==> src/verilog/core_pkg.sv <==
`default_nettype none

package core_pkg;

	parameter int xlen = 64;

	typedef logic [4:0] reg_addr_t;

	// major opcodes, RISC-V encodings
	typedef enum logic [6:0] {
		OP_NONE = 7'b0000000,
		OP_IMM  = 7'b0010011,
		OP      = 7'b0110011,
		LUI     = 7'b0110111,
		LOAD    = 7'b0000011,
		STORE   = 7'b0100011,
		BRANCH  = 7'b1100011,
		JAL     = 7'b1101111
	} opcode_t;

	typedef enum logic [2:0] {
		ADD,
		SUB,
		AND,
		OR,
		XOR,
		PASS_B
	} alu_op_t;

	typedef enum logic [1:0] {
		FWD_NONE,
		FWD_MEM,
		FWD_WB
	} fwd_sel_t;

	typedef struct packed {
		logic    regwrite;
		logic    memread;
		logic    memwrite;
		logic    branch;
		logic    jump;
		alu_op_t alu_op;
		logic    use_imm;
	} ctrl_t;

	typedef struct packed {
		logic            valid;
		logic [xlen-1:0] pc;
		logic [31:0]     instruction;
	} fetch_data_t;

	typedef struct packed {
		logic            valid;
		logic [xlen-1:0] pc;
		logic [31:0]     instruction;
		ctrl_t           ctrl;
		reg_addr_t       rs1;
		reg_addr_t       rs2;
		reg_addr_t       rd;
		logic [xlen-1:0] rs1_data;
		logic [xlen-1:0] rs2_data;
		logic [xlen-1:0] imm;
	} decode_data_t;

	typedef struct packed {
		logic            valid;
		logic [xlen-1:0] pc;
		logic [31:0]     instruction;
		ctrl_t           ctrl;
		reg_addr_t       rd;
		logic [xlen-1:0] result;
		logic [xlen-1:0] store_data;
	} execute_data_t;

	typedef struct packed {
		logic            valid;
		logic [xlen-1:0] pc;
		logic [31:0]     instruction;
		logic            regwrite;
		reg_addr_t       rd;
		logic [xlen-1:0] regdata;
	} wb_data_t;

endpackage

`default_nettype wire

==> src/verilog/regfile.sv <==
`default_nettype none

module regfile (
	input  logic                        clk,
	input  logic                        reset,
	input  core_pkg::reg_addr_t         ra1,
	input  core_pkg::reg_addr_t         ra2,
	output logic [core_pkg::xlen-1:0]   rd1,
	output logic [core_pkg::xlen-1:0]   rd2,
	input  logic                        wen,
	input  core_pkg::reg_addr_t         wa,
	input  logic [core_pkg::xlen-1:0]   wd
);

	logic [core_pkg::xlen-1:0] regs [32];

	always_ff @(posedge clk) begin
		if (reset) begin
			for (int i = 0; i < 32; i++)
				regs[i] <= '0;
		end else if (wen && wa != 5'd0) begin
			regs[wa] <= wd;
		end
	end

	// same-cycle write is visible to the reader
	assign rd1 = (ra1 == 5'd0) ? '0 : (wen && wa == ra1) ? wd : regs[ra1];
	assign rd2 = (ra2 == 5'd0) ? '0 : (wen && wa == ra2) ? wd : regs[ra2];

endmodule

`default_nettype wire

==> config.mk <==
export PLATFORM = sky130hd
export DESIGN_NAME = regfile
export DESIGN_NICKNAME = d
export VERILOG_FILES = /design/src/verilog/core_pkg.sv /design/src/verilog/regfile.sv
export SDC_FILE = /design/constraint.sdc
export NUM_CORES = 2
export LEC_CHECK = 0
export BUFFER_PORTS_ARGS = -buffer_cell sky130_fd_sc_hd__buf_2
export CORE_UTILIZATION = 55
export CTS_CLUSTER_SIZE = 10
export DETAILED_ROUTE_END_ITERATION = 8
export PLACE_DENSITY = 0.71
export SYNTH_ARGS = -nofsm -noshare
export SYNTH_HDL_FRONTEND = slang
export SYNTH_SLANG_ARGS = --single-unit
==> constraint.sdc <==
create_clock -name clk -period 7.4 [get_ports clk]
set_input_delay 1.48 -clock clk [delete_from_list [all_inputs] [get_ports clk]]
set_output_delay 1.48 -clock clk [all_outputs]
set_load 0.03 [all_outputs]
### Yosys cells after proc, flatten, opt, wreduce, memory -nomap -nowiden

Memories as Yosys holds them, arrays and structs flattened.
Index checks and enable logic that the tools add are counted.

* reductions and logical operators: 7
* multiplexer cells: 12
* equality and inequality tests: 2

Operator list (number)
* 64-bit two-way mux: 5
* 64-bit OR reduction: 1
* 5-bit == test: 2
* 5-bit logical NOT: 2
* 1-bit two-way mux: 6
* 5-bit two-way mux: 1
* 5-bit nonzero test: 1
* 1-bit logical AND: 3

* RAM bits: 2048
* word-level logic and storage cells: 22
* bits of input ports: 82
* register bits after elaboration: 0
* memories kept: 1

Memory list
* regs: depth 32, width 64, read ports 2, clocked after Yosys merged registers in 0, write ports 32, RTL line regfile.sv:15 `logic [core_pkg::xlen-1:0] regs [32];`

### Depth between registers and ports, before layout

* word-level depth: 7
* mapped depth: 10
* gate-level depth less buffers: 5

### Worst setup path before layout

Ideal clock, no wire load.

* path type: input to output
* start point: input port ra1[0]
* end point: output port rd1[25] (netlist bit)
* stages: 8
* data required time: 5920 ps
* arrival: 3454 ps
* setup slack: 2466 ps
* path through: buf_2 > buf_6 > buf_6 > buf_6 > mux4_2 > mux4_2 > nand3_1 > o221ai_1

* word-level cells in the longest chain between the ends: 4
* elaborated cells on any way between the ends: 6

Ends and longest elaborated chain
* from (decl): RTL line regfile.sv:6 `input core_pkg::reg_addr_t ra1,`
* parallel branches: the longest is 3 deep, another holds memory 32 x 64 bit
* 64-bit two-way mux (*): RTL line regfile.sv:27 `assign rd1 = (ra1 == 5'd0) ? '0 : (wen && wa == ra1) ? wd : regs[ra1];`
* to (decl): RTL line regfile.sv:8 `output logic [core_pkg::xlen-1:0] rd1,`

Every way passes the cells marked *.

### Final worst setup path

* start point: input port ra1[3]
* end point: output port rd1[18] (netlist bit)

Same word-level chain as after synthesis.

==> results.md <==
* CP endpoint kind: output port
* H-Tree Depth at 4
* RSZ-0062 raised after global routing: false
* Post-synth EDFFs at a little over 2,000
* TritonCTS clock tree: done
* Met3 WL at between 60,000 and 70,000 um
* First-pass DRT Iterations at 7
* Ports at 210
* Pin count of the biggest net entering global routing at 121
* Hpwl dp at approximately 220,000 um
* Setup Slack @ Placement at about 0.92 ns
* Ys async rst share at 0%
* WL final at just over 400,000 um
* Outcome: finished clean
* Sequential-to-total area share from yosys stat at a little under three fifths
* Element type at the critical path start: primary input
* Share of layout cells above drive strength 1 at between 20% and 30%
* Core Box Area at roughly 190,000 um^2
* Post-cts sizing count at 0
* Yosys top cell area share at a little under three fifths
* Fin. Hold Viols at 0
* Netlist cell types at just under 50
* Post-CTS Hold Buffers at 0
* Area grow syn2layout at 9.45%
* F_max at ~0.15 GHz
* Most common flop cell mapped by yosys: edfxtp_1
* Max Used Layer: met5
* Worst slew pin tran at around 1.4 ns
* FP Rows at around 160
* # port buffers at between 200 and 250
* Die area at between 150,000 and 200,000 um^2
* Synthesized flop and latch total at just over 2,000
* Slew HR at ~3.6%
* Max FFs per register at between 2,000 and 2,500
* Final Cycle Share at between 80% and 90%
* WP data required at around 6 ns
* Via/cell ratio at ~7.6
* Synth area leader: edfxtp_1
* Power density over cell area at ~230 nW/um^2
* Dpl cells at 9,284
* CP Data Arrival Time at around 5.2 ns
* First-pass GRT wire length at roughly 550,000 um
* Final setup TNS at 0 ns
* Die X-Extent at around 450 um
* # DRC at 0
* Synth Warn # at 0
* Routed via count at roughly 73,000
* Final setup margin at ~0.75 ns
* DR iter-0 viols at 14,825
* Initial antenna violation count at 72
* Min cycle time layout at about 6.6 ns
* Chip Height at 445 um
* Area contributors post-synth: edfxtp_1 57%, mux4_2 21%, and2_1 12%
* Synth Cell Area at ~110,000 um^2
* Peak supply drop at 266 uV
* CTS sink cnt at between 2,000 and 2,500
* Routed met1 length at 127,000 um
* Worst-path fanout max at 33
* Hold Path Class: primary input to flip-flop
* Clk buf depth at 3
* Routability congestion estimate from global placement at between 0.9 and 1
* Number of global-route vias before repair at between 70,000 and 80,000
* Finished Layout Cells at 9,627
* Num CTS Buffers at about 230
* Final Net Count at about 7,000
* Max-slew violations at 0
* Largest Register: regs
* Post-route ant nets at 0
* Initial Util at between 50% and 60%
* Clock-pin slew on the worst setup and hold paths at approximately 0.060 ns
* Post-Syn Instances at between 6,000 and 7,000
* Post-DR wirelength/cell at 42.1 um
* Total grt overflow at 0
* Lkg Pwr at around 40 nW
* Final setup violation count at 0
* Root Driver: clkbuf_16
* Mean Syn Cell Area at 15.5 um^2
* Top flop regs: regs x2048
* Met2 wire length at about 180,000 um
* # Max-Cap Violations at 0
* All-Layer GR Usage at between 40% and 50%
* Post-CTS Setup Bufs at 0
* Crit Path Category: primary input to output port
## area by class of cell
cell class                 instances  area (um^2)
sequential                      2048        61500
multi-input combinational       4174        43800
clock buffer                     254         5820
antenna                           70          175
inverter                           2         7.51
tap                             2624         3280
clock inverter                    19          165
timing repair buffer             436         3410
fill                           14267        76800
## cells by family (layout without fill, tap and decap cells)
logic type / count (synthesis) / after routing / share of synthesized area [%]
AOI/OAI and AO/OA: 585 / 585 / 3.89
xor gates and xnor gates: 10 / 10 / 0.0811
buffers and inverters: 793 / 711 / 3.11
DFF: 2048 / 2048 / 56.9
muxes: 1208 / 1208 / 23.0
other: 1 / 134 / 0.00347
and+or+nand+nor: 2307 / 2307 / 13.0
## where the power goes
group / leakage (nW) / internal (mW) / switching, mW
registers: 19.5 / 13.4 / 0.323
logic: 18.1 / 1.43 / 2.39
clock network: 2.93 / 5.45 / 4.49
## per-stage QoR
| step | util, % | hold WS (ns) | power [mW] | cell area (um^2) |
|---|---|---|---|---|
| global route | 60.6 | 1.07 | 27.9 | 118000 |
| floorplan | - | 1.68 | 16.1 | 108000 |
| finish | 60.6 | 1.08 | 27.5 | 118000 |
| global placement | 57.5 | 1.98 | 17.5 | 112000 |
| detailed placement | 57.5 | 1.98 | 17.6 | 112000 |
| CTS | 60.5 | 1.04 | 27.3 | 118000 |
## synthesized netlist by cell type, drive strengths merged (2+ instances only)
| master | number |
|---|---|
| a211oi | 57 |
| a21oi | 42 |
| a22o | 116 |
| a22oi | 106 |
| a31oi | 2 |
| a32o | 2 |
| a32oi | 4 |
| and2 | 1987 |
| and3b | 2 |
| buf | 222 |
| clkbuf | 569 |
| edfxtp | 2048 |
| inv | 2 |
| mux2 | 9 |
| mux2i | 184 |
| mux4 | 1015 |
| nand2 | 85 |
| nand2b | 18 |
| nand3 | 47 |
| nand3b | 7 |
| nor2 | 44 |
| nor2b | 8 |
| nor3 | 32 |
| nor3b | 3 |
| nor4 | 35 |
| o2111ai | 10 |
| o211a | 7 |
| o211ai | 3 |
| o21ai | 7 |
| o221ai | 13 |
| o22ai | 212 |
| or2 | 31 |
| or3 | 4 |
| or3b | 2 |
| xnor2 | 6 |
| xor2 | 4 |
## final timing paths
path	slack (ns)	startpoint	cells after the start	to
worst max-delay path	0.75	ra1[3]	9	rd1[18]
worst min-delay path	1.08	reset	1	regs[0][6]$_SDFFCE_PN0P_
## metal layers
| layer | GRT usage [%] | vias up |
|---|---|---|
| met5 | 0 | - |
| li1 | - | 26828 |
| met4 | 29.2 | 18 |
| met2 | 59.0 | 7770 |
| met1 | 51.3 | 36740 |
| met3 | 14.0 | 1853 |
## critical path, cell delays in order
cell,delay (ns)
buf_2,0.39
xor2_1,0.12
nor4_1,1.03
a31o_4,0.89
buf_4,0.43
nor4_1,0.20
buf_4,0.20
a22o_1,0.19
buf_2,0.18
## cells in the final DEF (no fill, tap or decap), types with 35 or more instances in the layout
cell / n
edfxtp_1: 2048
and2_1: 1985
mux4_2: 1015
clkbuf_16: 229
o22ai_1: 212
buf_2: 200
mux2i_1: 184
buf_4: 182
a22o_1: 116
a22oi_1: 106
nand2_1: 80
diode_2: 70
conb_1: 64
a211oi_1: 57
buf_12: 47
nand3_1: 46
a21oi_1: 42
nor4_1: 35
No activity file was read; power rests on OpenSTA's default activity.
