File: config.mk
export PLATFORM = sky130hd
export DESIGN_NAME = hazard_unit_flat
export DESIGN_NICKNAME = d
export VERILOG_FILES = /design/src/verilog/core_pkg.sv /design/src/verilog/hazard_if.sv /design/src/verilog/hazard_unit.sv /design/src/flat_wrapper.sv
export SDC_FILE = /design/constraint.sdc
export NUM_CORES = 1
export LEC_CHECK = 0
export ABC_AREA = 1
export BUFFER_PORTS_ARGS = -buffer_cell sky130_fd_sc_hd__buf_2
export CAP_MARGIN = 20
export CORE_AREA = 2 2 319 321
export DETAILED_ROUTE_END_ITERATION = 6
export DIE_AREA = 0 0 321 323
export PLACE_DENSITY = 0.3
export SLEW_MARGIN = 20
export SYNTH_ARGS = -nofsm -noshare
export SYNTH_HDL_FRONTEND = slang
export SYNTH_SLANG_ARGS = --single-unit
File: constraint.sdc
create_clock -name vclk -period 1.09
set_input_delay 0.0545 -clock vclk [all_inputs]
set_output_delay 0.0545 -clock vclk [all_outputs]
set_load 0.05 [all_outputs]
File: src/verilog/core_pkg.sv
`default_nettype none

package core_pkg;

	parameter int xlen = 64;

	typedef logic [4:0] reg_addr_t;

	// major opcodes, RISC-V encodings
	typedef enum logic [6:0] {
		OP_NONE = 7'b0000000,
		OP_IMM  = 7'b0010011,
		OP      = 7'b0110011,
		LUI     = 7'b0110111,
		LOAD    = 7'b0000011,
		STORE   = 7'b0100011,
		BRANCH  = 7'b1100011,
		JAL     = 7'b1101111
	} opcode_t;

	typedef enum logic [2:0] {
		ADD,
		SUB,
		AND,
		OR,
		XOR,
		PASS_B
	} alu_op_t;

	typedef enum logic [1:0] {
		FWD_NONE,
		FWD_MEM,
		FWD_WB
	} fwd_sel_t;

	typedef struct packed {
		logic    regwrite;
		logic    memread;
		logic    memwrite;
		logic    branch;
		logic    jump;
		alu_op_t alu_op;
		logic    use_imm;
	} ctrl_t;

	typedef struct packed {
		logic            valid;
		logic [xlen-1:0] pc;
		logic [31:0]     instruction;
	} fetch_data_t;

	typedef struct packed {
		logic            valid;
		logic [xlen-1:0] pc;
		logic [31:0]     instruction;
		ctrl_t           ctrl;
		reg_addr_t       rs1;
		reg_addr_t       rs2;
		reg_addr_t       rd;
		logic [xlen-1:0] rs1_data;
		logic [xlen-1:0] rs2_data;
		logic [xlen-1:0] imm;
	} decode_data_t;

	typedef struct packed {
		logic            valid;
		logic [xlen-1:0] pc;
		logic [31:0]     instruction;
		ctrl_t           ctrl;
		reg_addr_t       rd;
		logic [xlen-1:0] result;
		logic [xlen-1:0] store_data;
	} execute_data_t;

	typedef struct packed {
		logic            valid;
		logic [xlen-1:0] pc;
		logic [31:0]     instruction;
		logic            regwrite;
		reg_addr_t       rd;
		logic [xlen-1:0] regdata;
	} wb_data_t;

endpackage

`default_nettype wire

File: src/verilog/hazard_if.sv
`default_nettype none

interface hazard_if;

	logic               stall_front;
	logic               flush_decode;
	logic               flush_execute;
	core_pkg::fwd_sel_t fwd_a;
	core_pkg::fwd_sel_t fwd_b;

	modport hazard (
		output stall_front, flush_decode, flush_execute, fwd_a, fwd_b
	);

	modport fetch (input stall_front, flush_decode);

	modport decode (input stall_front, flush_execute);

	modport execute (input fwd_a, fwd_b);

endinterface

`default_nettype wire

File: src/verilog/hazard_unit.sv
`default_nettype none

module hazard_unit (
	hazard_if.hazard                    hz,
	input  core_pkg::decode_data_t      decode_in,
	input  core_pkg::fetch_data_t       fetch_in,
	input  core_pkg::execute_data_t     execute_out,
	input  core_pkg::wb_data_t          wb,
	input  logic                        redirect
);

	core_pkg::reg_addr_t next_rs1;
	core_pkg::reg_addr_t next_rs2;
	logic                load_use;

	// memory result first, it is the younger writer
	function automatic core_pkg::fwd_sel_t fwd_for(input core_pkg::reg_addr_t rs);
		if (rs != 5'd0 && execute_out.valid && execute_out.ctrl.regwrite &&
				!execute_out.ctrl.memread && execute_out.rd == rs)
			return core_pkg::FWD_MEM;
		if (rs != 5'd0 && wb.regwrite && wb.rd == rs)
			return core_pkg::FWD_WB;
		return core_pkg::FWD_NONE;
	endfunction

	assign hz.fwd_a = fwd_for(decode_in.rs1);
	assign hz.fwd_b = fwd_for(decode_in.rs2);

	// raw fields of the word in decode
	assign next_rs1 = fetch_in.instruction[19:15];
	assign next_rs2 = fetch_in.instruction[24:20];

	assign load_use = decode_in.valid & decode_in.ctrl.memread & decode_in.ctrl.regwrite &
		fetch_in.valid & (decode_in.rd == next_rs1 || decode_in.rd == next_rs2);

	assign hz.stall_front   = load_use;
	assign hz.flush_decode  = redirect;
	assign hz.flush_execute = redirect;

endmodule

`default_nettype wire

File: src/flat_wrapper.sv
// flat-port wrapper written by rule: the top's interface ports become plain ports
module hazard_unit_flat 
  (decode_in, fetch_in, execute_out, wb, redirect, hz_stall_front, hz_flush_decode, hz_flush_execute, hz_fwd_a, hz_fwd_b);
  hazard_if hz_i ();
  input  core_pkg::decode_data_t decode_in;
  input  core_pkg::fetch_data_t fetch_in;
  input  core_pkg::execute_data_t execute_out;
  input  core_pkg::wb_data_t wb;
  input  logic redirect;
  output wire logic [$bits(hz_i.stall_front)-1:0] hz_stall_front;
  output wire logic [$bits(hz_i.flush_decode)-1:0] hz_flush_decode;
  output wire logic [$bits(hz_i.flush_execute)-1:0] hz_flush_execute;
  output wire logic [$bits(hz_i.fwd_a)-1:0] hz_fwd_a;
  output wire logic [$bits(hz_i.fwd_b)-1:0] hz_fwd_b;
  assign hz_stall_front = hz_i.stall_front;
  assign hz_flush_decode = hz_i.flush_decode;
  assign hz_flush_execute = hz_i.flush_execute;
  assign hz_fwd_a = hz_i.fwd_a;
  assign hz_fwd_b = hz_i.fwd_b;
  hazard_unit u_core (.hz(hz_i), .decode_in(decode_in), .fetch_in(fetch_in), .execute_out(execute_out), .wb(wb), .redirect(redirect));
endmodule
== Word-level counts from Yosys, hierarchy flattened ==
Index checks and enable logic that the tools add are counted.

* Register bits: 0
* Input port bits: 817
* Output and inout port bits: 7

* Eq/ne operators: 6
* Muxes and demuxes: 14
* Bitwise gates (word level): 4
* Reductions and logical operators: 16

{| class="wikitable"
|+ Operators with widths
! cell !! number
|-
| $eq A5 B5 Y1 || 6
|-
| $mux W2 || 8
|-
| $logic_and A1 B1 Y1 || 12
|-
| $reduce_bool A5 Y1 || 2
|-
| $mux W1 || 6
|-
| $and A1 B1 Y1 || 4
|-
| $logic_not A1 Y1 || 1
|-
| $logic_or A1 B1 Y1 || 1
|}

== Depth between registers and ports, before layout ==
* Depth in word-level cells: 9
* Depth in mapped cells: 6

== Worst setup path before layout ==
Ideal clock, no wire load.

* Path kind: input to output
* From: in decode_in[196] (netlist bit)
* To: out hz_stall_front
* Arrival time: 1.119 ns
* Data required time: 1.036 ns
* Slack: -0.083 ns
* Cell stages on the path: 6
* Buffers on the path: 0
* Path through: inv_1 nand2_1 nand2_1 nor2_1 nand3_1 a21oi_1

* Word-level cells in the longest chain between the ends: 3

{| class="wikitable"
|+ Ends and longest elaborated chain
! item !! RTL line !! RTL
|-
| from (decl) || flat_wrapper.sv:5 || <nowiki>input core_pkg::decode_data_t decode_in;</nowiki>
|-
| $eq A5 B5 Y1 || hazard_unit.sv:34 || <nowiki>fetch_in.valid & (decode_in.rd == next_rs1 || decode_in.rd == next_rs2);</nowiki>
|-
| $logic_or A1 B1 Y1 * || hazard_unit.sv:34 ||
|-
| $and A1 B1 Y1 * || hazard_unit.sv:34 ||
|-
| to (decl) || flat_wrapper.sv:10 || <nowiki>output wire logic [$bits(hz_i.stall_front)-1:0] hz_stall_front;</nowiki>
|}

Mark *: on every way between the ends. The rest lies on a longest branch, timed or not.

== Worst setup path after layout ==
* From: in decode_in[202] (netlist bit)
* To: out hz_fwd_a[1]

* Word-level cells in the longest chain between the ends: 7

{| class="wikitable"
|+ Ends and longest elaborated chain
! item !! RTL line !! RTL
|-
| $reduce_bool A5 Y1 || hazard_unit.sv:18, hazard_unit.sv:21 ||
|-
| $logic_and A1 B1 Y1 (on tied branches) (2 in series) || hazard_unit.sv:21, hazard_unit.sv:18 ||
|-
| $mux W1 or $logic_and A1 B1 Y1 (tied branches) || hazard_unit.sv:21, hazard_unit.sv:18 ||
|-
| $mux W1 or $logic_and A1 B1 Y1 (tied branches) || hazard_unit.sv:21, hazard_unit.sv:19 ||
|-
| $mux W2 or $mux W1 (tied branches) || hazard_unit.sv:23, hazard_unit.sv:18 ||
|-
| $mux W2 * || hazard_unit.sv:21 || <nowiki>if (rs != 5'd0 && wb.regwrite && wb.rd == rs)</nowiki>
|-
| to (decl) || flat_wrapper.sv:13 || <nowiki>output wire logic [$bits(hz_i.fwd_a)-1:0] hz_fwd_a;</nowiki>
|}

Mark *: on every way between the ends. The rest lies on a longest branch, timed or not. The select of a mux whose other input is x is not followed.

==> metrics <==
Setup CP Type=input port to output pin; Compound-Gate Fraction of Synth Area=4.77%; Ys Warns=0; P&R area growth vs syn=381%; WL per Instance=3.13 µm; I/O pin count=824; area share of the largest cell type after synthesis=22.5%; IO Port Bufs=48; Leak=0.576 nW; Nets=978; top cell type by total area after synthesis=nand2_1; combinational share of power=100.0%; main combinational cell family by area after synthesis=simple AND/OR/NAND/NOR gates; final-report hold violation count=0; Die Wd=321 µm; Psw=173 µW; total iterations of the first detailed-routing run=4; setup violators final=2; Via Count=794; Hold WC Path Type=input port to output pin; design area=0.00265 mm²; RSZ-0062 raised after global routing=true; Setup TNS=-0.0169 ns; Slew @ Worst Pin=0.250 ns; Mean Syn Cell Area=5.24 µm²; vias in the first global route=762; fillcell total=12,100; DR WL met3=1640 µm; Max Slew Vio Count=0; hold_buf cts=0; Synth Area in XOR/XNOR=30.2%; Worst Path Arrival=1.05 ns; multiplexer share of the synthesized area=0%; full die area=0.104 mm²; Layout Cells excl Fill=1,468; min Tclk post-route=1.10 ns; Die Y=323 µm; GRT overflow=0; Detailed Route WL=4590 µm; GPL Wtd Cong=0.571; failing checks=setup timing; fmax=908 MHz; PnR Total Power=361 µW; DR DRC count=0; Distinct cells, synth=18; ant diodes=0; post-route ant nets=0; Rows=117; core area=0.101 mm²; post-DP HPWL=4360 µm; Max IR drop VDD=66.8 µV; fin crit share=101%; FF/Latch Area=0 µm²; status=finished with violations; wl on met1=1940 µm; slew margin rel.=83.5%; global-route wire length before repair=5850 µm; register area share after synthesis=0%; gr usage total=0.839%; clock buffers=0; worst-path fanout max=3; syn nets=922; CP endpoint kind=output pin; Post-Synthesis Cells=105; initial antenna violation count=4; dpl cell area=0.00255 mm²; placed insts=1,468; most common library cells after synthesis=33 x nand2_1, 16 x inv_1, 14 x nor2_1, 11 x xnor2_1, 8 x xor2_1; largest cells by area after synthesis=nand2_1 23%, xnor2_1 18%, xor2_1 13%, inv_1 11%, nor2_1 9.5%; fraction of layout cells with a size suffix above 1=46.5%; power per cell area=136 mW/mm²; metal2 WL=956 µm; Initial Util=0.547%; Reg power frac=0%; final worst setup slack=-0.0111 ns; Startpoint Class=input port; Highest Signal Layer=met5; Critical Path RT=1.04 ns; most frequent cell after synthesis=nand2_1; sw frac=48.0%; largest net degree at the start of global routing=5; seq_cells=0; Power Internal=188 µW; max-cap viol count=0; via/cell ratio=0.541; Clock Power Share=0%; cell area after synthesis=551 µm²; Synth Area in Simple Gates=50.7%; adder-cell area share of the yosys netlist=0%; initial detailed-routing violation count=14
-- cell families (layout without fill, tap and decap cells) --
| logic type | count (synthesis) | in the layout |
|---|---|---|
| and+or+nand+nor | 63 | 63 |
| AOI/OAI and AO/OA | 4 | 4 |
| xor gates and xnor gates | 19 | 19 |
| buffers and inverters | 19 | 73 |
-- through the flow --
stage / hold WS [ns] / utilization, % / setup slack, ns
finish: 0.109 / 2.63 / -0.0111
global route: 0.110 / 2.63 / -0.0932
CTS: 0.110 / 2.56 / -0.0662
detailed placement: 0.110 / 2.53 / -0.0838
global placement: 0.110 / 2.53 / -0.110
floorplan: 0.276 / - / 0.101
-- critical path: stages --
cell and delay, ns:
buf_6 0.11, xnor2_2 0.14, buf_4 0.12, nand3_1 0.08
nor2_2 0.12, nand2_2 0.08, nor2_4 0.16, buf_12 0.16
-- cell type report --
class,count,area [µm²],share of cell area [%]
inverter,17,63.8,2.41
multi-input combinational,86,536,20.2
tap,1309,1640,61.9
timing repair buffer,56,409,15.5
-- timing repair --
item	4_1_cts	5_1_grt
resized for setup	8	17
endpoints found under the setup margin	3	3
setup buffers	0	0
pin swaps	4	8
-- power groups by stage --
stage               clock network, mW  logic, mW  registers (mW)
CTS                                 0      0.339               0
floorplan                           0      0.167               0
global placement                    0      0.328               0
global route                        0      0.403               0
finish                              0      0.361               0
detailed placement                  0      0.325               0
-- worst paths after layout --
check	to	slack [ns]	cells after the start	startpoint
worst min-delay path	hz_flush_decode	0.11	0	redirect
worst max-delay path	hz_fwd_a[1]	-0.01	8	decode_in[202]
-- routing by layer --
metal / track usage (%) / vias up
li1: - / 424
met1: 1.01 / 308
met2: 0.686 / 46
met3: 1.38 / 8
met4: 0 / 8
met5: 0 / -
-- cell usage in the layout (no fill, tap or decap), types with 3 or more instances in the layout --
| cell type | Yosys | routed |
|---|---|---|
| buf_2 | 0 | 38 |
| nand2_1 | 33 | 31 |
| inv_1 | 16 | 16 |
| nor2_1 | 14 | 12 |
| xor2_1 | 8 | 8 |
| xnor2_1 | 11 | 7 |
| buf_6 | 0 | 7 |
| buf_4 | 2 | 6 |
| nand3_1 | 6 | 5 |
| xnor2_2 | 0 | 4 |
| buf_12 | 0 | 4 |
| nor2_4 | 0 | 3 |
| nor2_2 | 4 | 3 |
Power figures use the tool's default switching activity.
