### config.mk
export PLATFORM = sky130hd
export DESIGN_NAME = fetch_stage_flat
export DESIGN_NICKNAME = d
export VERILOG_FILES = /design/src/verilog/core_pkg.sv /design/src/verilog/hazard_if.sv /design/src/verilog/fetch_stage.sv /design/src/flat_wrapper.sv
export SDC_FILE = /design/constraint.sdc
export NUM_CORES = 1
export LEC_CHECK = 0
export ABC_AREA = 1
export BUFFER_PORTS_ARGS = -buffer_cell sky130_fd_sc_hd__buf_2
export CAP_MARGIN = 20
export CELL_PAD_IN_SITES_DETAIL_PLACEMENT = 1
export CELL_PAD_IN_SITES_GLOBAL_PLACEMENT = 2
export CORE_MARGIN = 1
export CORE_UTILIZATION = 33
export DETAILED_ROUTE_END_ITERATION = 7
export PLACE_DENSITY_LB_ADDON = 0.1
export SYNTH_ARGS = -nofsm -noshare
export SYNTH_HDL_FRONTEND = slang
export SYNTH_SLANG_ARGS = --single-unit
export TNS_END_PERCENT = 1
### constraint.sdc
create_clock -name clk -period 5.95 [get_ports clk]
set_input_delay 0.595 -clock clk [delete_from_list [all_inputs] [get_ports clk]]
set_output_delay 0.595 -clock clk [all_outputs]
set_load 0.01 [all_outputs]
### src/verilog/core_pkg.sv
`default_nettype none

package core_pkg;

	parameter int xlen = 64;

	typedef logic [4:0] reg_addr_t;

	// major opcodes, RISC-V encodings
	typedef enum logic [6:0] {
		OP_NONE = 7'b0000000,
		OP_IMM  = 7'b0010011,
		OP      = 7'b0110011,
		LUI     = 7'b0110111,
		LOAD    = 7'b0000011,
		STORE   = 7'b0100011,
		BRANCH  = 7'b1100011,
		JAL     = 7'b1101111
	} opcode_t;

	typedef enum logic [2:0] {
		ADD,
		SUB,
		AND,
		OR,
		XOR,
		PASS_B
	} alu_op_t;

	typedef enum logic [1:0] {
		FWD_NONE,
		FWD_MEM,
		FWD_WB
	} fwd_sel_t;

	typedef struct packed {
		logic    regwrite;
		logic    memread;
		logic    memwrite;
		logic    branch;
		logic    jump;
		alu_op_t alu_op;
		logic    use_imm;
	} ctrl_t;

	typedef struct packed {
		logic            valid;
		logic [xlen-1:0] pc;
		logic [31:0]     instruction;
	} fetch_data_t;

	typedef struct packed {
		logic            valid;
		logic [xlen-1:0] pc;
		logic [31:0]     instruction;
		ctrl_t           ctrl;
		reg_addr_t       rs1;
		reg_addr_t       rs2;
		reg_addr_t       rd;
		logic [xlen-1:0] rs1_data;
		logic [xlen-1:0] rs2_data;
		logic [xlen-1:0] imm;
	} decode_data_t;

	typedef struct packed {
		logic            valid;
		logic [xlen-1:0] pc;
		logic [31:0]     instruction;
		ctrl_t           ctrl;
		reg_addr_t       rd;
		logic [xlen-1:0] result;
		logic [xlen-1:0] store_data;
	} execute_data_t;

	typedef struct packed {
		logic            valid;
		logic [xlen-1:0] pc;
		logic [31:0]     instruction;
		logic            regwrite;
		reg_addr_t       rd;
		logic [xlen-1:0] regdata;
	} wb_data_t;

endpackage

`default_nettype wire

### src/verilog/hazard_if.sv
`default_nettype none

interface hazard_if;

	logic               stall_front;
	logic               flush_decode;
	logic               flush_execute;
	core_pkg::fwd_sel_t fwd_a;
	core_pkg::fwd_sel_t fwd_b;

	modport hazard (
		output stall_front, flush_decode, flush_execute, fwd_a, fwd_b
	);

	modport fetch (input stall_front, flush_decode);

	modport decode (input stall_front, flush_execute);

	modport execute (input fwd_a, fwd_b);

endinterface

`default_nettype wire

### src/verilog/fetch_stage.sv
`default_nettype none

module fetch_stage #(
	parameter logic [63:0] RESET_PC = 64'h8000_0000
) (
	input  logic                        clk,
	input  logic                        reset,
	hazard_if.fetch                     hz,
	input  logic                        mem_wait,
	input  logic                        redirect,
	input  logic [core_pkg::xlen-1:0]   redirect_pc,
	output logic                        ireq_valid,
	output logic [core_pkg::xlen-1:0]   ireq_addr,
	input  logic                        iresp_data_ok,
	input  logic [31:0]                 iresp_data,
	output core_pkg::fetch_data_t       fetch_out
);

	logic [core_pkg::xlen-1:0] pc;
	logic [core_pkg::xlen-1:0] pc_next;
	logic [core_pkg::xlen-1:0] redirect_pend_pc;
	logic                      redirect_pend;
	logic                      held_valid;
	logic [31:0]               held_instr;
	logic                      fetch_done;
	logic                      have_instr;
	logic [31:0]               instr;
	logic                      advance;
	logic                      take_redirect;

	// a word returned while the front end is stalled waits in the hold register
	assign ireq_valid    = ~held_valid;
	assign ireq_addr     = pc;
	assign fetch_done    = ireq_valid & iresp_data_ok;
	assign have_instr    = held_valid | fetch_done;
	assign instr         = held_valid ? held_instr : iresp_data;
	assign advance       = ~mem_wait & ~hz.stall_front;
	assign take_redirect = redirect & ~mem_wait;

	always_comb begin
		pc_next = pc;
		if (redirect_pend) begin
			if (fetch_done)
				pc_next = redirect_pend_pc;
		end else if (take_redirect) begin
			if (have_instr)
				pc_next = redirect_pc;
		end else if (have_instr & advance) begin
			pc_next = pc + 64'd4;
		end
	end

	always_ff @(posedge clk) begin
		if (reset) begin
			pc <= RESET_PC;
			redirect_pend <= 1'b0;
			held_valid <= 1'b0;
			fetch_out.valid <= 1'b0;
		end else begin
			pc <= pc_next;

			// address must stay put until data_ok, so park the target
			if (redirect_pend) begin
				if (fetch_done)
					redirect_pend <= 1'b0;
			end else if (take_redirect & ~have_instr) begin
				redirect_pend <= 1'b1;
				redirect_pend_pc <= redirect_pc;
			end

			if (take_redirect | redirect_pend | advance) begin
				held_valid <= 1'b0;
			end else if (fetch_done) begin
				held_valid <= 1'b1;
				held_instr <= iresp_data;
			end

			if (~mem_wait) begin
				if (hz.flush_decode) begin
					fetch_out.valid <= 1'b0;
				end else if (~hz.stall_front) begin
					fetch_out.valid <= have_instr & ~redirect_pend;
					fetch_out.pc <= pc;
					fetch_out.instruction <= instr;
				end
			end
		end
	end

endmodule

`default_nettype wire

### src/flat_wrapper.sv
// flat-port wrapper written by rule: the top's interface ports become plain ports
module fetch_stage_flat 
#(
	parameter logic [63:0] RESET_PC = 64'h8000_0000
)
  (clk, reset, mem_wait, redirect, redirect_pc, ireq_valid, ireq_addr, iresp_data_ok, iresp_data, fetch_out, hz_stall_front, hz_flush_decode);
  hazard_if hz_i ();
  input  logic clk;
  input  logic reset;
  input  logic mem_wait;
  input  logic redirect;
  input  logic [core_pkg::xlen-1:0] redirect_pc;
  output logic ireq_valid;
  output logic [core_pkg::xlen-1:0] ireq_addr;
  input  logic iresp_data_ok;
  input  logic [31:0] iresp_data;
  output core_pkg::fetch_data_t fetch_out;
  input wire logic [$bits(hz_i.stall_front)-1:0] hz_stall_front;
  input wire logic [$bits(hz_i.flush_decode)-1:0] hz_flush_decode;
  assign hz_i.stall_front = hz_stall_front;
  assign hz_i.flush_decode = hz_flush_decode;
  fetch_stage #(.RESET_PC(RESET_PC)) u_core (.clk(clk), .reset(reset), .hz(hz_i), .mem_wait(mem_wait), .redirect(redirect), .redirect_pc(redirect_pc), .ireq_valid(ireq_valid), .ireq_addr(ireq_addr), .iresp_data_ok(iresp_data_ok), .iresp_data(iresp_data), .fetch_out(fetch_out));
endmodule
# Word level (Yosys, flattened, before mapping)
# Cells that the tools add are included.
[word_totals]
word_cells = 47
register_bits = 259
[classes]
n_reduce_logical = 7
add_sub_neg = 1
mux = 11
eq_ne = 3
bitwise = 17
[op_table]
columns = ["cell", "count"]
rows = [
  ["$mux W64", 5],
  ["$mux W97", 1],
  ["$add A64 B3 Y64 const B", 1],
  ["$mux W32", 1],
  ["$reduce_and A3 Y1", 3],
  ["$not A1 Y1", 8],
  ["$and A1 B1 Y1", 6],
  ["$mux W1", 4],
  ["$reduce_and A4 Y1", 1],
  ["$ne A3 B1 Y1 const B", 1],
  ["$or A1 B1 Y1", 3],
  ["$reduce_bool A3 Y1", 1],
  ["$ne A2 B1 Y1 const B", 1],
  ["$ne A2 B2 Y1 const B", 1],
  ["$reduce_and A2 Y1", 1],
  ["$reduce_or A2 Y1", 1],
]

# Logic depth before layout (Yosys ltp)
[depth]
depth_word = 7
mapped_depth = 11
depth_no_buf = 11

# Worst setup path before layout
# Ideal clock, no wire load.
[synth_timing]
path_kind = "input to register"
start = "in reset"
end = "reg, netlist name u_core.fetch_out[0]"
t_arrival_ps = 4898
setup_slack_ps = 501
path_buffers = 0
required_ps = 5399
cell_stages = 2
cell_sequence = "or2_2 nor2_1"
[synth_via]
elab_chain_len = 2
[synth_rtl]
columns = ["item", "line_no", "text"]
rows = [
  ["start: declaration", "flat_wrapper.sv:9", "input logic reset;"],
  ["$not A1 Y1 (no line)", "n/a", ""],
  ["$reduce_and A4 Y1 (no line)", "n/a", ""],
]
# No other way between the ends.
# A chain may end at the register's enable or synchronous reset.

# Worst setup path after layout
[layout_timing]
start = "in mem_wait"
end = "reg u_core.pc, in the netlist u_core.ireq_addr[10]"
[layout_via]
elab_chain_len = 5
[layout_rtl]
columns = ["item", "line_no", "text"]
rows = [
  ["start: declaration", "flat_wrapper.sv:10", "input logic mem_wait;"],
  ["$not A1 Y1 (no line) *", "n/a", ""],
  ["$and A1 B1 Y1", "fetch_stage.sv:37", "assign advance = ~mem_wait & ~hz.stall_front;"],
  ["$and A1 B1 Y1", "fetch_stage.sv:48", "end else if (have_instr & advance) begin"],
  ["$reduce_bool A3 Y1 (no line)", "n/a", ""],
  ["$reduce_and A3 Y1 (no line)", "n/a", ""],
  ["end signal: assignment", "fetch_stage.sv:60", "pc <= pc_next;"],
  ["end: declaration", "fetch_stage.sv:19", "logic [core_pkg::xlen-1:0] pc;"],
]
# Mark *: on every way between the ends. The rest lies on a longest branch, timed or not.

==> flow_metrics.env <==
export IMPL_cts_sinks=259
export IMPL_pin_count=265
export IMPL_area_delta_synth_final_pct=23.5
export IMPL_startpoint_type="input pin"
export IMPL_clock_latency_ns=0.55
export IMPL_synth_fp_nets=1259
export IMPL_clock_root_buffer="clkbuf_16"
export IMPL_fp_dieH_um=188
export IMPL_synth_cell_types=36
export IMPL_fin_crit_sh_pct=51.6
export IMPL_end_kind="flip-flop"
export IMPL_hpwl_um=25700
export IMPL_die_w_um=188
export IMPL_worst_slew_pin_slew_ns=1.04
export IMPL_synth_area_leaders="edfxtp_1, dfxtp_1, nand2_1"
export IMPL_synth_ff_type="edfxtp_1"
export IMPL_synthArstFlopShare_pct=0
export IMPL_cp_max_fo=56
export IMPL_drive_gt1_share_pct=23.7
export IMPL_clock_fmax_mhz=326
export IMPL_grtUsageTotal_pct=20.1
export IMPL_met2_usage_pct=31.4
export IMPL_drt_iter0_markers=398
export IMPL_use_met1_pct=29.4
export IMPL_ir_drop_mv=0.258
export IMPL_grt_first_pass_wirelength_um=55500
export IMPL_finalSetupViolations=0
export IMPL_fill_cells=3885
export IMPL_relSlewSlack_pct=30.8
export IMPL_drt_wirelength_per_cell_um=19.0
export IMPL_clk_pin_slew_worst_paths_ns=0.07
export IMPL_critical_path_arrival_ns=3.50
export IMPL_yosysTopAreaCellShare_pct=50.7
export IMPL_hold_buffers=0
export IMPL_multi_input_area_mm2=0.00384
export IMPL_routed_via_count=9164
export IMPL_busiest_layer="met2"
export IMPL_first_pass_iters=5
export IMPL_postSynthAreaPerCell_um2=9.84
export IMPL_cts_tree="yes"
export IMPL_grt_max_degree=68
export IMPL_antenna_found_initial=0
export IMPL_vias_per_cell=4.86
export IMPL_hold_class="in -> reg"
export IMPL_cts_buffer_depth=3
export IMPL_synth_top_area_cell="edfxtp_1"
export IMPL_critPathRequiredTime_ns=6.38
export IMPL_yosysWarnings=0
export IMPL_dieArea_mm2=0.0352
export IMPL_hold_ws_ns=0.237
export IMPL_grt_pass1_vias=9174
export IMPL_post_cts_resize_count=0
export IMPL_cts_htree_levels=1
export IMPL_globalplace_congestion=0.836
export IMPL_synthCells=1155
export IMPL_wl_um=35800
export IMPL_initial_core_util_pct=33.7
export IMPL_synth_seq_cells=259
export IMPL_critical_path_class="in -> reg"
export IMPL_synth_seq_area_share_pct=62.5
export IMPL_power_mw=4.27
export IMPL_slew_violations=0
export IMPL_p_per_area_mw_per_mm2=304
export IMPL_status="completed"
export IMPL_cts_inserted_buffers=29
export IMPL_netlist_area_mm2=0.0114
export IMPL_finalHoldViolations=0
export IMPL_core_area_mm2=0.0337
export IMPL_rsz0062_at_grt="no"
export IMPL_final_min_clock_period_ns=3.07
export IMPL_drc=0
export IMPL_regArea_mm2=0.00711
export IMPL_fin_worst_skew_ns=0.0136
export IMPL_antenna_cells=0
export IMPL_nNetsFinal=1518
export IMPL_overflow=0
export IMPL_met3_usage_pct=2.73
export IMPL_num_rows=67
export IMPL_fin_tns_setup_ns=0
export IMPL_p_leak_nw=5.48
export IMPL_synth_edf_count=192
export IMPL_max_cap_viol_count=0
export IMPL_ant_nets=0
export IMPL_post_cts_setup_buffers=0
export IMPL_io_buffers=264
-- critical path: stages --
cell and delay, ns:
buf_2 0.11, inv_1 0.07, nand2_1 0.13, nand2_1 0.45
clkinv_1 0.13, buf_4 0.35, a21oi_4 0.90, buf_4 0.46
nand2_1 0.08, o21ai_0 0.09, a21oi_1 0.08
-- cell families after synthesis --
logic type                 share of synthesized area, %
AOI/OAI and AO/OA                                  12.5
and+or+nand+nor                                    19.2
DFF                                                62.5
buffers and inverters                              4.03
adders and majority gates                         0.110
xor gates and xnor gates                           1.70
-- metrics by stage --
stage / worst slack, ns / area, µm² / util, % / instances
2_1_floorplan: 0.501 / 11400 / - / 1155
3_3_place_gp: 2.42 / 13100 / 39.0 / 1831
3_5_place_dp: 2.31 / 13100 / 39.0 / 1831
4_1_cts: 2.90 / 14000 / 41.7 / 1885
5_1_grt: 2.60 / 14000 / 41.7 / 1885
6_report: 2.88 / 14000 / 41.7 / 1885
-- flip-flops by register name, indices dropped and copies added, names as in the netlist --
| name | flops |
|---|---|
| u_core.held_valid | 1 |
| u_core.ireq_addr | 64 |
| u_core.redirect_pend | 1 |
| u_core.fetch_out | 97 |
| u_core.redirect_pend_pc | 64 |
| u_core.held_instr | 32 |
-- synth_stat cells, types with 7 or more instances --
| cell type | count |
|---|---|
| nand3_1 | 52 |
| xnor2_1 | 17 |
| a31oi_1 | 7 |
| clkbuf_1 | 24 |
| dfxtp_1 | 67 |
| nand2_1 | 307 |
| inv_1 | 56 |
| nor2_1 | 162 |
| o21ai_0 | 67 |
| a22oi_1 | 18 |
| edfxtp_1 | 192 |
| o21bai_1 | 15 |
| a21oi_1 | 62 |
| buf_2 | 13 |
| a22o_1 | 43 |
-- final timing paths --
kind         slack, ns                 start  cells past startpoint                          end
max               2.88              mem_wait                     11         u_core.ireq_addr[10]
max reg2reg       2.94  u_core.redirect_pend                      9         u_core.ireq_addr[10]
min reg2reg       0.46   u_core.ireq_addr[1]                      0         u_core.fetch_out[33]
min               0.24       redirect_pc[41]                      1  u_core.redirect_pend_pc[41]
-- layout make-up --
cell class	instances	area share [%]
sequential	259	50.6
multi-input combinational	791	27.3
timing repair buffer	274	9.94
clock buffer	41	5.63
tap	448	3.99
inverter	59	1.60
clock inverter	13	0.873
-- cell usage in the layout (no fill, tap or decap), types with 6 or more instances in the layout --
| master | instances |
|---|---|
| buf_4 | 10 |
| nand3_1 | 52 |
| a31oi_1 | 7 |
| clkbuf_16 | 29 |
| o21ai_0 | 67 |
| inv_1 | 55 |
| o21bai_1 | 15 |
| a22o_1 | 43 |
| xnor2_1 | 17 |
| nor2_4 | 8 |
| clkinv_2 | 7 |
| a22oi_1 | 18 |
| buf_2 | 264 |
| clkbuf_1 | 10 |
| nor2_1 | 158 |
| o22ai_1 | 6 |
| nand4_1 | 6 |
| edfxtp_1 | 192 |
| a21oi_1 | 62 |
| dfxtp_1 | 66 |
| nand2_1 | 307 |
-- power breakdown --
part,leakage (nW),switching [mW],total [mW],internal [mW]
registers,2.32,0.102,2.13,2.03
logic,2.71,0.252,0.406,0.154
clock network,0.446,0.720,1.73,1.01
total,5.48,1.07,4.27,3.19
-- layer usage --
layer | share of wire, % | routed length, µm | vias up
li1 | - | - | 4506
met1 | 50 | 17900 | 4414
met2 | 44 | 15800 | 212
met3 | 4.1 | 1480 | 32
met4 | 1.7 | 626 | 0
met5 | 0 | 0 | -
Note: power is estimated with default switching activity, not from simulation.
