<file path="src/verilog/core_pkg.sv">
`default_nettype none

package core_pkg;

	parameter int xlen = 64;

	typedef logic [4:0] reg_addr_t;

	// major opcodes, RISC-V encodings
	typedef enum logic [6:0] {
		OP_NONE = 7'b0000000,
		OP_IMM  = 7'b0010011,
		OP      = 7'b0110011,
		LUI     = 7'b0110111,
		LOAD    = 7'b0000011,
		STORE   = 7'b0100011,
		BRANCH  = 7'b1100011,
		JAL     = 7'b1101111
	} opcode_t;

	typedef enum logic [2:0] {
		ADD,
		SUB,
		AND,
		OR,
		XOR,
		PASS_B
	} alu_op_t;

	typedef enum logic [1:0] {
		FWD_NONE,
		FWD_MEM,
		FWD_WB
	} fwd_sel_t;

	typedef struct packed {
		logic    regwrite;
		logic    memread;
		logic    memwrite;
		logic    branch;
		logic    jump;
		alu_op_t alu_op;
		logic    use_imm;
	} ctrl_t;

	typedef struct packed {
		logic            valid;
		logic [xlen-1:0] pc;
		logic [31:0]     instruction;
	} fetch_data_t;

	typedef struct packed {
		logic            valid;
		logic [xlen-1:0] pc;
		logic [31:0]     instruction;
		ctrl_t           ctrl;
		reg_addr_t       rs1;
		reg_addr_t       rs2;
		reg_addr_t       rd;
		logic [xlen-1:0] rs1_data;
		logic [xlen-1:0] rs2_data;
		logic [xlen-1:0] imm;
	} decode_data_t;

	typedef struct packed {
		logic            valid;
		logic [xlen-1:0] pc;
		logic [31:0]     instruction;
		ctrl_t           ctrl;
		reg_addr_t       rd;
		logic [xlen-1:0] result;
		logic [xlen-1:0] store_data;
	} execute_data_t;

	typedef struct packed {
		logic            valid;
		logic [xlen-1:0] pc;
		logic [31:0]     instruction;
		logic            regwrite;
		reg_addr_t       rd;
		logic [xlen-1:0] regdata;
	} wb_data_t;

endpackage

`default_nettype wire

</file>
<file path="src/verilog/memory_stage.sv">
`default_nettype none

module memory_stage (
	input  logic                        clk,
	input  logic                        reset,
	input  core_pkg::execute_data_t     execute_in,
	output logic                        dreq_valid,
	output logic                        dreq_write,
	output logic [core_pkg::xlen-1:0]   dreq_addr,
	output logic [core_pkg::xlen-1:0]   dreq_wdata,
	input  logic                        dresp_data_ok,
	input  logic [core_pkg::xlen-1:0]   dresp_rdata,
	output logic                        mem_wait,
	output core_pkg::wb_data_t          wb,
	output logic                        commit_valid,
	output logic [core_pkg::xlen-1:0]   commit_pc,
	output logic [31:0]                 commit_instr,
	output logic                        commit_wen,
	output core_pkg::reg_addr_t         commit_rd,
	output logic [core_pkg::xlen-1:0]   commit_wdata
);

	logic [core_pkg::xlen-1:0] regdata;

	assign dreq_valid = execute_in.valid &
		(execute_in.ctrl.memread | execute_in.ctrl.memwrite);
	assign dreq_write = execute_in.ctrl.memwrite;
	assign dreq_addr  = execute_in.result;
	assign dreq_wdata = execute_in.store_data;
	assign mem_wait   = dreq_valid & ~dresp_data_ok;

	assign regdata = execute_in.ctrl.memread ? dresp_rdata : execute_in.result;

	always_ff @(posedge clk) begin
		if (reset) begin
			wb.valid <= 1'b0;
			wb.regwrite <= 1'b0;
		end else if (mem_wait) begin
			// bubble into writeback; rd and data stay for the forward path
			wb.valid <= 1'b0;
		end else begin
			wb.valid <= execute_in.valid;
			wb.regwrite <= execute_in.valid & execute_in.ctrl.regwrite;
			wb.pc <= execute_in.pc;
			wb.instruction <= execute_in.instruction;
			wb.rd <= execute_in.rd;
			wb.regdata <= regdata;
		end
	end

	assign commit_valid = wb.valid;
	assign commit_pc    = wb.pc;
	assign commit_instr = wb.instruction;
	assign commit_wen   = wb.valid & wb.regwrite;
	assign commit_rd    = wb.rd;
	assign commit_wdata = wb.regdata;

endmodule

`default_nettype wire

</file>
<file path="config.mk">
export PLATFORM = sky130hd
export DESIGN_NAME = memory_stage
export DESIGN_NICKNAME = d
export VERILOG_FILES = /design/src/verilog/core_pkg.sv /design/src/verilog/memory_stage.sv
export SDC_FILE = /design/constraint.sdc
export NUM_CORES = 1
export LEC_CHECK = 0
export BUFFER_PORTS_ARGS = -buffer_cell sky130_fd_sc_hd__buf_2
export CORE_AREA = 2 2 296 298
export DETAILED_ROUTE_END_ITERATION = 12
export DIE_AREA = 0 0 298 300
export SETUP_SLACK_MARGIN = 0.15
export SYNTH_ARGS = -nofsm -noshare
export SYNTH_HDL_FRONTEND = slang
export SYNTH_SLANG_ARGS = --single-unit
export TNS_END_PERCENT = 50
</file>
<file path="constraint.sdc">
create_clock -name clk -period 11.5 [get_ports clk]
set_input_delay 2.3 -clock clk [delete_from_list [all_inputs] [get_ports clk]]
set_output_delay 2.3 -clock clk [all_outputs]
set_load 0.05 [all_outputs]
</file>
**After elaboration in Yosys (flattened, before gate mapping)**

Index checks and enable logic that the tools add are counted.

- Bits of input ports: 306
- Logic and storage cells: 17
- Register bits after elaboration: 167
- Output and inout bits: 465

- Reduce and logical (&&, ||, !) cells: 2
- Bitwise gates (word level): 8
- Muxes and demuxes: 1

Operators with widths:

| cell | count |
|---|---|
| 64-bit two-way mux | 1 |
| 1-bit AND | 4 |
| 1-bit NOT | 3 |
| 2-bit AND reduction | 1 |
| 2-bit OR reduction | 1 |
| 1-bit bitwise OR | 1 |

**Depth between registers and ports, before layout**

Gate-level depths: netlist (run 1).

- Word-level depth: 5
- Gate-level depth with buffers: 3
- Gate-level depth less buffers: 3

**Least setup slack after synthesis (run 1)**

OpenSTA, ideal clock, no wires.

- Path type: input port to flip-flop
- Start point: input execute_in[140] (netlist name)
- End point: register wb (netlist bit commit_instr[0]) (enable)
- Arrival time: 9.707 ns
- Data required time: 10.808 ns
- Path buffers: 0
- Setup slack: 1.101 ns
- Cell stages on the path: 3
- Path through: o21a_2 nor2b_4 nor2_1

- Cells in the longest elaborated chain, start to end: 5

Ends and longest elaborated chain:

| element | RTL line | source |
|---|---|---|
| start: declaration | memory_stage.sv:6 | `input core_pkg::execute_data_t execute_in,` |
| 1-bit bitwise OR | memory_stage.sv:26 | `(execute_in.ctrl.memread \| execute_in.ctrl.memwrite);` |
| 1-bit AND | memory_stage.sv:25 | `assign dreq_valid = execute_in.valid &` |
| 1-bit AND | memory_stage.sv:30 | `assign mem_wait = dreq_valid & ~dresp_data_ok;` |
| via mem_wait | memory_stage.sv:13 | `output logic mem_wait,` |
| 1-bit NOT (no source line) | n/a |  |
| 2-bit AND reduction (no source line) | n/a |  |
| end: declaration | memory_stage.sv:14 | `output core_pkg::wb_data_t wb,` |

The timed path passes the listed nets, and every way through them passes these cells.
A chain may end at the register's enable or synchronous reset.

**Final worst setup path (run 1)**

- Start point: input execute_in[140] (netlist name)
- End point: output mem_wait

- Cells in the longest elaborated chain, start to end: 3

Ends and longest elaborated chain:

| element | RTL line |
|---|---|
| 1-bit bitwise OR | memory_stage.sv:26 |
| 1-bit AND | memory_stage.sv:25 |
| 1-bit AND | memory_stage.sv:30 |
| end: declaration | memory_stage.sv:13 |

No other way between the ends.

==> metrics, run 1 <==
outcome=complete, no violations; Netlist Area Pre-Place=8360 um^2; final WL=32300 um; Setup WS pre-CTS=5590 ps; Bufs and invs on worst path=2; setup TNS=0 ps; Critical Path Start=execute_in[140]; vias per cell=2.61; global-route wire length before repair=40600 um; final std cell area, no fill=11300 um^2; Post-DRT Antenna Nets=0; sequential fraction of the synthesis area=59.8%; placer congestion estimate=0.881; initial antenna violation count=9; Yosys reg bits=167; GRT Total Usage=6.96%; Post-DP Area=10700 um^2; DR iter-0 viols=216; DPL Wire Length=26800 um; Tot Pwr=2.06 mW; final core utilization=13.1%; maxcap violations=0; max incr delay on CP=490 ps; synthesis-to-layout area growth=34.9%; internal power=1.18 mW; number of synthesized flops with an enable pin=165; post-synthesis simple-gate area fraction=0.599%; largest area contributor in the synthesized netlist=edfxtp_1; clock power share=29.1%; number of buffers created by CTS=17; Data arrival, critical path=3560 ps; unrepaired setup endpoints after global routing=no; fin crit share=50.9%; Routed WL per cell=15.6 um; largest family of logic cells by synthesized area=buffers and inverters; initial core utilization=9.69%; Worst Hold Class=reg -> reg; Root Buffer=clkbuf_16; worst hold slack=513 ps; r2r startpoint=wb[69]; First-pass DRT Iterations=4; WS Path Type=in -> out; number of global-route vias before repair=5015; top post-synthesis cells by area=edfxtp_1 59%, buf_4 27%, mux2_4 11%; compound-cell area share of the yosys netlist=0.105%; top-count cell post-synth=buf_4; Combinational Power Share=33.2%; Die Y=300 um; Worst-path clk slew=70 ps; CTS tree=yes; Final Non-Filler Cells=2068; # IOs=771; Crit path max-delay family=buffers and inverters; Final nets=1204; synthesized net count=847; PD cells=183 nW/um^2; Num Clock Sinks=167; Slew HR=46.5%; largest net degree at the start of global routing=60; mux contribution to synthesized area=11.4%; critical path peak fanout=25; Synth Area per Inst=15.4 um^2; Psw=878 uW; final hold viol count=0; Startpoint Class=primary input; Synth Area in Adders=0%; DIE WIDTH=298 um; worst slew pin tran=803 ps; Synth async-reset ratio=0%; Rows=108; Post-CTS Setup Repair Bufs=0; post-CTS sizing=0; Synth Instances=541; Synth top area share=59.3%; HP Start=wb[69]; # DRC=0; Skew-Pair Late Insertion Delay=480 ps; top cells by count, synth=295 x buf_4, 165 x edfxtp_1, 60 x mux2_4; Final min period=5860 ps; number of placed cells counting well taps=2034; total grt overflow=0; share of layout cells above drive strength 1=81.2%; Synth Area in XOR/XNOR=0%; total die area=89400 um^2; Worst IR Drop VDD=0.112 mV; I/O Buffers=636; CTS H-Tree Depth=4; switch share=42.7%; max-slew violation count=0; Worst Skew=0 ps; Setup WS post-layout=5640 ps; filler cell count=9813; Yosys Warn Count=0; Netlist cell types=15; critical path, cell by cell=buf_4 -> o21a_2 -> nor2b_4 -> buf_2; Fmax achieved=171 MHz; Leak=4.94 nW; share of power burned in registers=37.7%; core area=86200 um^2; via count=5394; Critical Path Sink Type=output pin; final setup fails=0; hold buffer count at cts=0; Clock Tree Buf Depth=2; Slowest-stage cell, CP=buf_4; top_reg_cell synth=edfxtp_1; Req. time, crit path=9200 ps
## cells by family after synthesis
logic type,count (synthesis)
simple gates,6
compound gates,1
buf+inv,302
mux,65
flops,167
## tightest hold or removal path: stages (launching register included)
cell and delay [ps]:
dfxtp_1 330, nand2b_1 70, mux2i_1 60
## layout make-up
type                    instances  area, um^2  area share, %
well taps                    1155        1450           12.8
multi-input cells              72        1020           9.07
diodes                          2        5.00         0.0444
flip-flops and latches        167        4990           44.3
repair buffers                640        3220           28.5
clock buffers                  17         425           3.78
clock inverters                15         160           1.42
## layer usage
metal	track usage, %	vias to the layer above	part of all wire, %
met5	0	-	0.12
met4	3.40	6	3.1
met1	7.38	2503	38
met3	4.58	49	14
met2	10.6	541	45
li1	-	2295	-
## path summary, 6_finish.rpt
path                                 end  slack, ps  cells past startpoint
worst min register to register    wb[69]        510                      2
worst max-delay path            mem_wait       5640                      4
worst max register to register    wb[69]      10880                      2
worst min-delay path              wb[69]        510                      2
## flip-flops by register name (all words and copies together), names as in the netlist
signal	count
commit_valid	1
wb	1
commit_wdata	64
commit_rd	5
commit_instr	32
commit_pc	64
## power by group through the flow
| stage | sequential, mW | clock, mW | combinational, mW |
|---|---|---|---|
| finish | 0.775 | 0.599 | 0.684 |
| global route | 0.782 | 0.655 | 0.706 |
| CTS | 0.776 | 0.637 | 0.693 |
| detailed placement | 0.787 | 0 | 0.693 |
| global placement | 0.787 | 0 | 0.692 |
| floorplan | 0.984 | 0 | 0.448 |
## cells in the final DEF, fill, tap and decap left out, drive strengths merged
cell type and count:
bufinv 1, nand3b 1, mux2i 1, clkinv 2
and2 1, diode 2, dfxtp 2, inv 8
clkinvlp 4, mux2 64, nor2b 1, edfxtp 165
clkbuf 17, nor2 1, nand2b 1, nor3b 1
o21a 1, buf 640
Note: power is estimated with default switching activity, not from simulation.
==> inputs of run 2 (changes only) <==
==> constraint.sdc (replaced) <==
create_clock -name clk -period 5.9 [get_ports clk]
set_input_delay 1.18 -clock clk [delete_from_list [all_inputs] [get_ports clk]]
set_output_delay 1.18 -clock clk [all_outputs]
set_load 0.05 [all_outputs]
==> run 2 against run 1 <==
Compared with the run above: cell count about the same; clock power increased by 92%; clock skew unchanged; first-iteration DRC count decreased by 0.93%; critical path depth unchanged; total power increased by 95%; via count increased by 0.69%; setup slack got worse by 3300 ps; global-route usage increased by 0.64 points; critical endpoint unchanged; largest cell class unchanged; largest power group unchanged; highest routed layer unchanged.
==> metrics, run 2 (synthesis results as in run 1) <==
outcome=complete, no violations; hold path endpoint=wb[69]; Skew-Pair Late Insertion Delay=480 ps; GRT Total Usage=7.60%; r2r startpoint=wb[69]; commonest non-fill, non-tap cell in the layout=buf_2; Worst-path clk slew=80 ps; Bufs and invs on worst path=2; HP Start=wb[69]; hold buffer count at cts=0; DR iter-0 viols=214; Fmax achieved=281 MHz; Reg2Reg Capture Point=wb[69]; Worst Hold Path Cells=2; share of layout cells above drive strength 1=81.2%; I/O Buffers=636; number of buffers created by CTS=17; R2R depth=2; PD cells=356 nW/um^2; # DRC=0; Req. time, crit path=4720 ps; number of global-route vias before repair=5166; worst slew pin tran=836 ps; max incr delay on CP=440 ps; CTS tree=yes; total die area=89400 um^2; DIE WIDTH=298 um; top routing layer used=met5; vias per cell=2.62; Final min period=3560 ps; Startpoint Class=primary input; placer congestion estimate=0.940; Clock Tree Buf Depth=2; largest net degree at the start of global routing=99; met1 WL=12300 um; Worst IR Drop VDD=0.214 mV; DPL Wire Length=29900 um; Setup WS post-layout=2340 ps; via count=5431; Die Y=300 um; final hold viol count=0; Rows=108; core area=86200 um^2; # IOs=771; Post-DRT Antenna Nets=0; Leak=4.97 nW; First-pass DRT Iterations=5; post-CTS sizing=0; total grt overflow=0; maxcap violations=0; global-route wire length before repair=44000 um; Data arrival, critical path=2380 ps; Root Buffer=clkbuf_16; Slew HR=44.3%; max-slew violation count=0; Post-CTS Setup Repair Bufs=0; unrepaired setup endpoints after global routing=no; Crit path max-delay family=buffers and inverters; final setup fails=0; Num Clock Sinks=167; initial core utilization=9.69%; fin crit share=60.4%; flop2flop setup slack=5260 ps; Critical Path Sink Type=output pin; synthesis-to-layout area growth=35.1%; Setup WS pre-CTS=2300 ps; CTS H-Tree Depth=4; critical path peak fanout=28; Worst Skew=0 ps; setup TNS=0 ps; most frequent cells in the layout=635 x buf_2, 165 x edfxtp_1, 60 x mux2_4, 17 x clkbuf_16, 6 x inv_8; initial antenna violation count=12; Worst Hold Class=reg -> reg; final WL=35600 um; met2 routed WL=15700 um; met3 WL=6090 um; Routed WL per cell=17.2 um; WS Path Type=in -> out; Final nets=1204; critical path, cell by cell=buf_4 -> o21a_2 -> nor2b_4 -> buf_2; Slowest-stage cell, CP=buf_4
-- run 2: changes by cell type in the layout (fill, tap and decap cells not counted), sizes merged --
cell / delta
clkinv: +4
clkinvlp: -4
bufinv: -1
diode: +1
inv: +1
-- run 2: worst max path at each step --
stage                                 end  cells after the start            start  slack [ps]
after floorplan           commit_instr[0]                      3  execute_in[140]        1300
after global placement           mem_wait                      4  execute_in[140]        2310
after detailed placement         mem_wait                      4  execute_in[140]        2300
after CTS                        mem_wait                      4  execute_in[140]        2310
after global routing             mem_wait                      4  execute_in[140]        2260
final                            mem_wait                      4  execute_in[140]        2340
-- run 2: area by class of cell --
class	instances	area [um^2]
Timing Repair Buffer	640	3230
Clock buffer	17	425
Tap cell	1155	1450
Sequential cell	167	4990
Fill cell	9780	74900
Multi-Input combinational cell	72	1020
Clock inverter	15	169
Antenna cell	3	7.51
-- run 2: per-stage QoR --
| step | hold WS, ps | area (um^2) | instances | util, % | power, mW |
|---|---|---|---|---|---|
| after global routing | 534 | 11300 | 2069 | 13.1 | 4.18 |
| after global placement | 495 | 10700 | 2034 | 12.4 | 2.91 |
| after CTS | 512 | 11300 | 2066 | 13.1 | 4.12 |
| final | 523 | 11300 | 2069 | 13.1 | 4.02 |
| after floorplan | 703 | 8360 | 541 | - | 2.78 |
| after detailed placement | 490 | 10700 | 2034 | 12.4 | 2.91 |
-- run 2: where the power goes --
part | internal, mW | leakage, nW | switching (mW)
clock network | 0.571 | 0.292 | 0.584
registers | 1.44 | 1.61 | 0.0710
logic | 0.267 | 3.07 | 1.09
total | 2.27 | 4.97 | 1.75
-- run 2: worst min-delay path, stage by stage, from the launching register on --
cell	delay, ps
dfxtp_1	340
nand2b_1	70
mux2i_1	60
-- run 2: layer usage --
layer  GRT usage [%]  up-vias
li1                -     2296
met1            7.29     2500
met2            11.4      561
met3            6.10       60
met4            4.20       14
met5           0.952        -
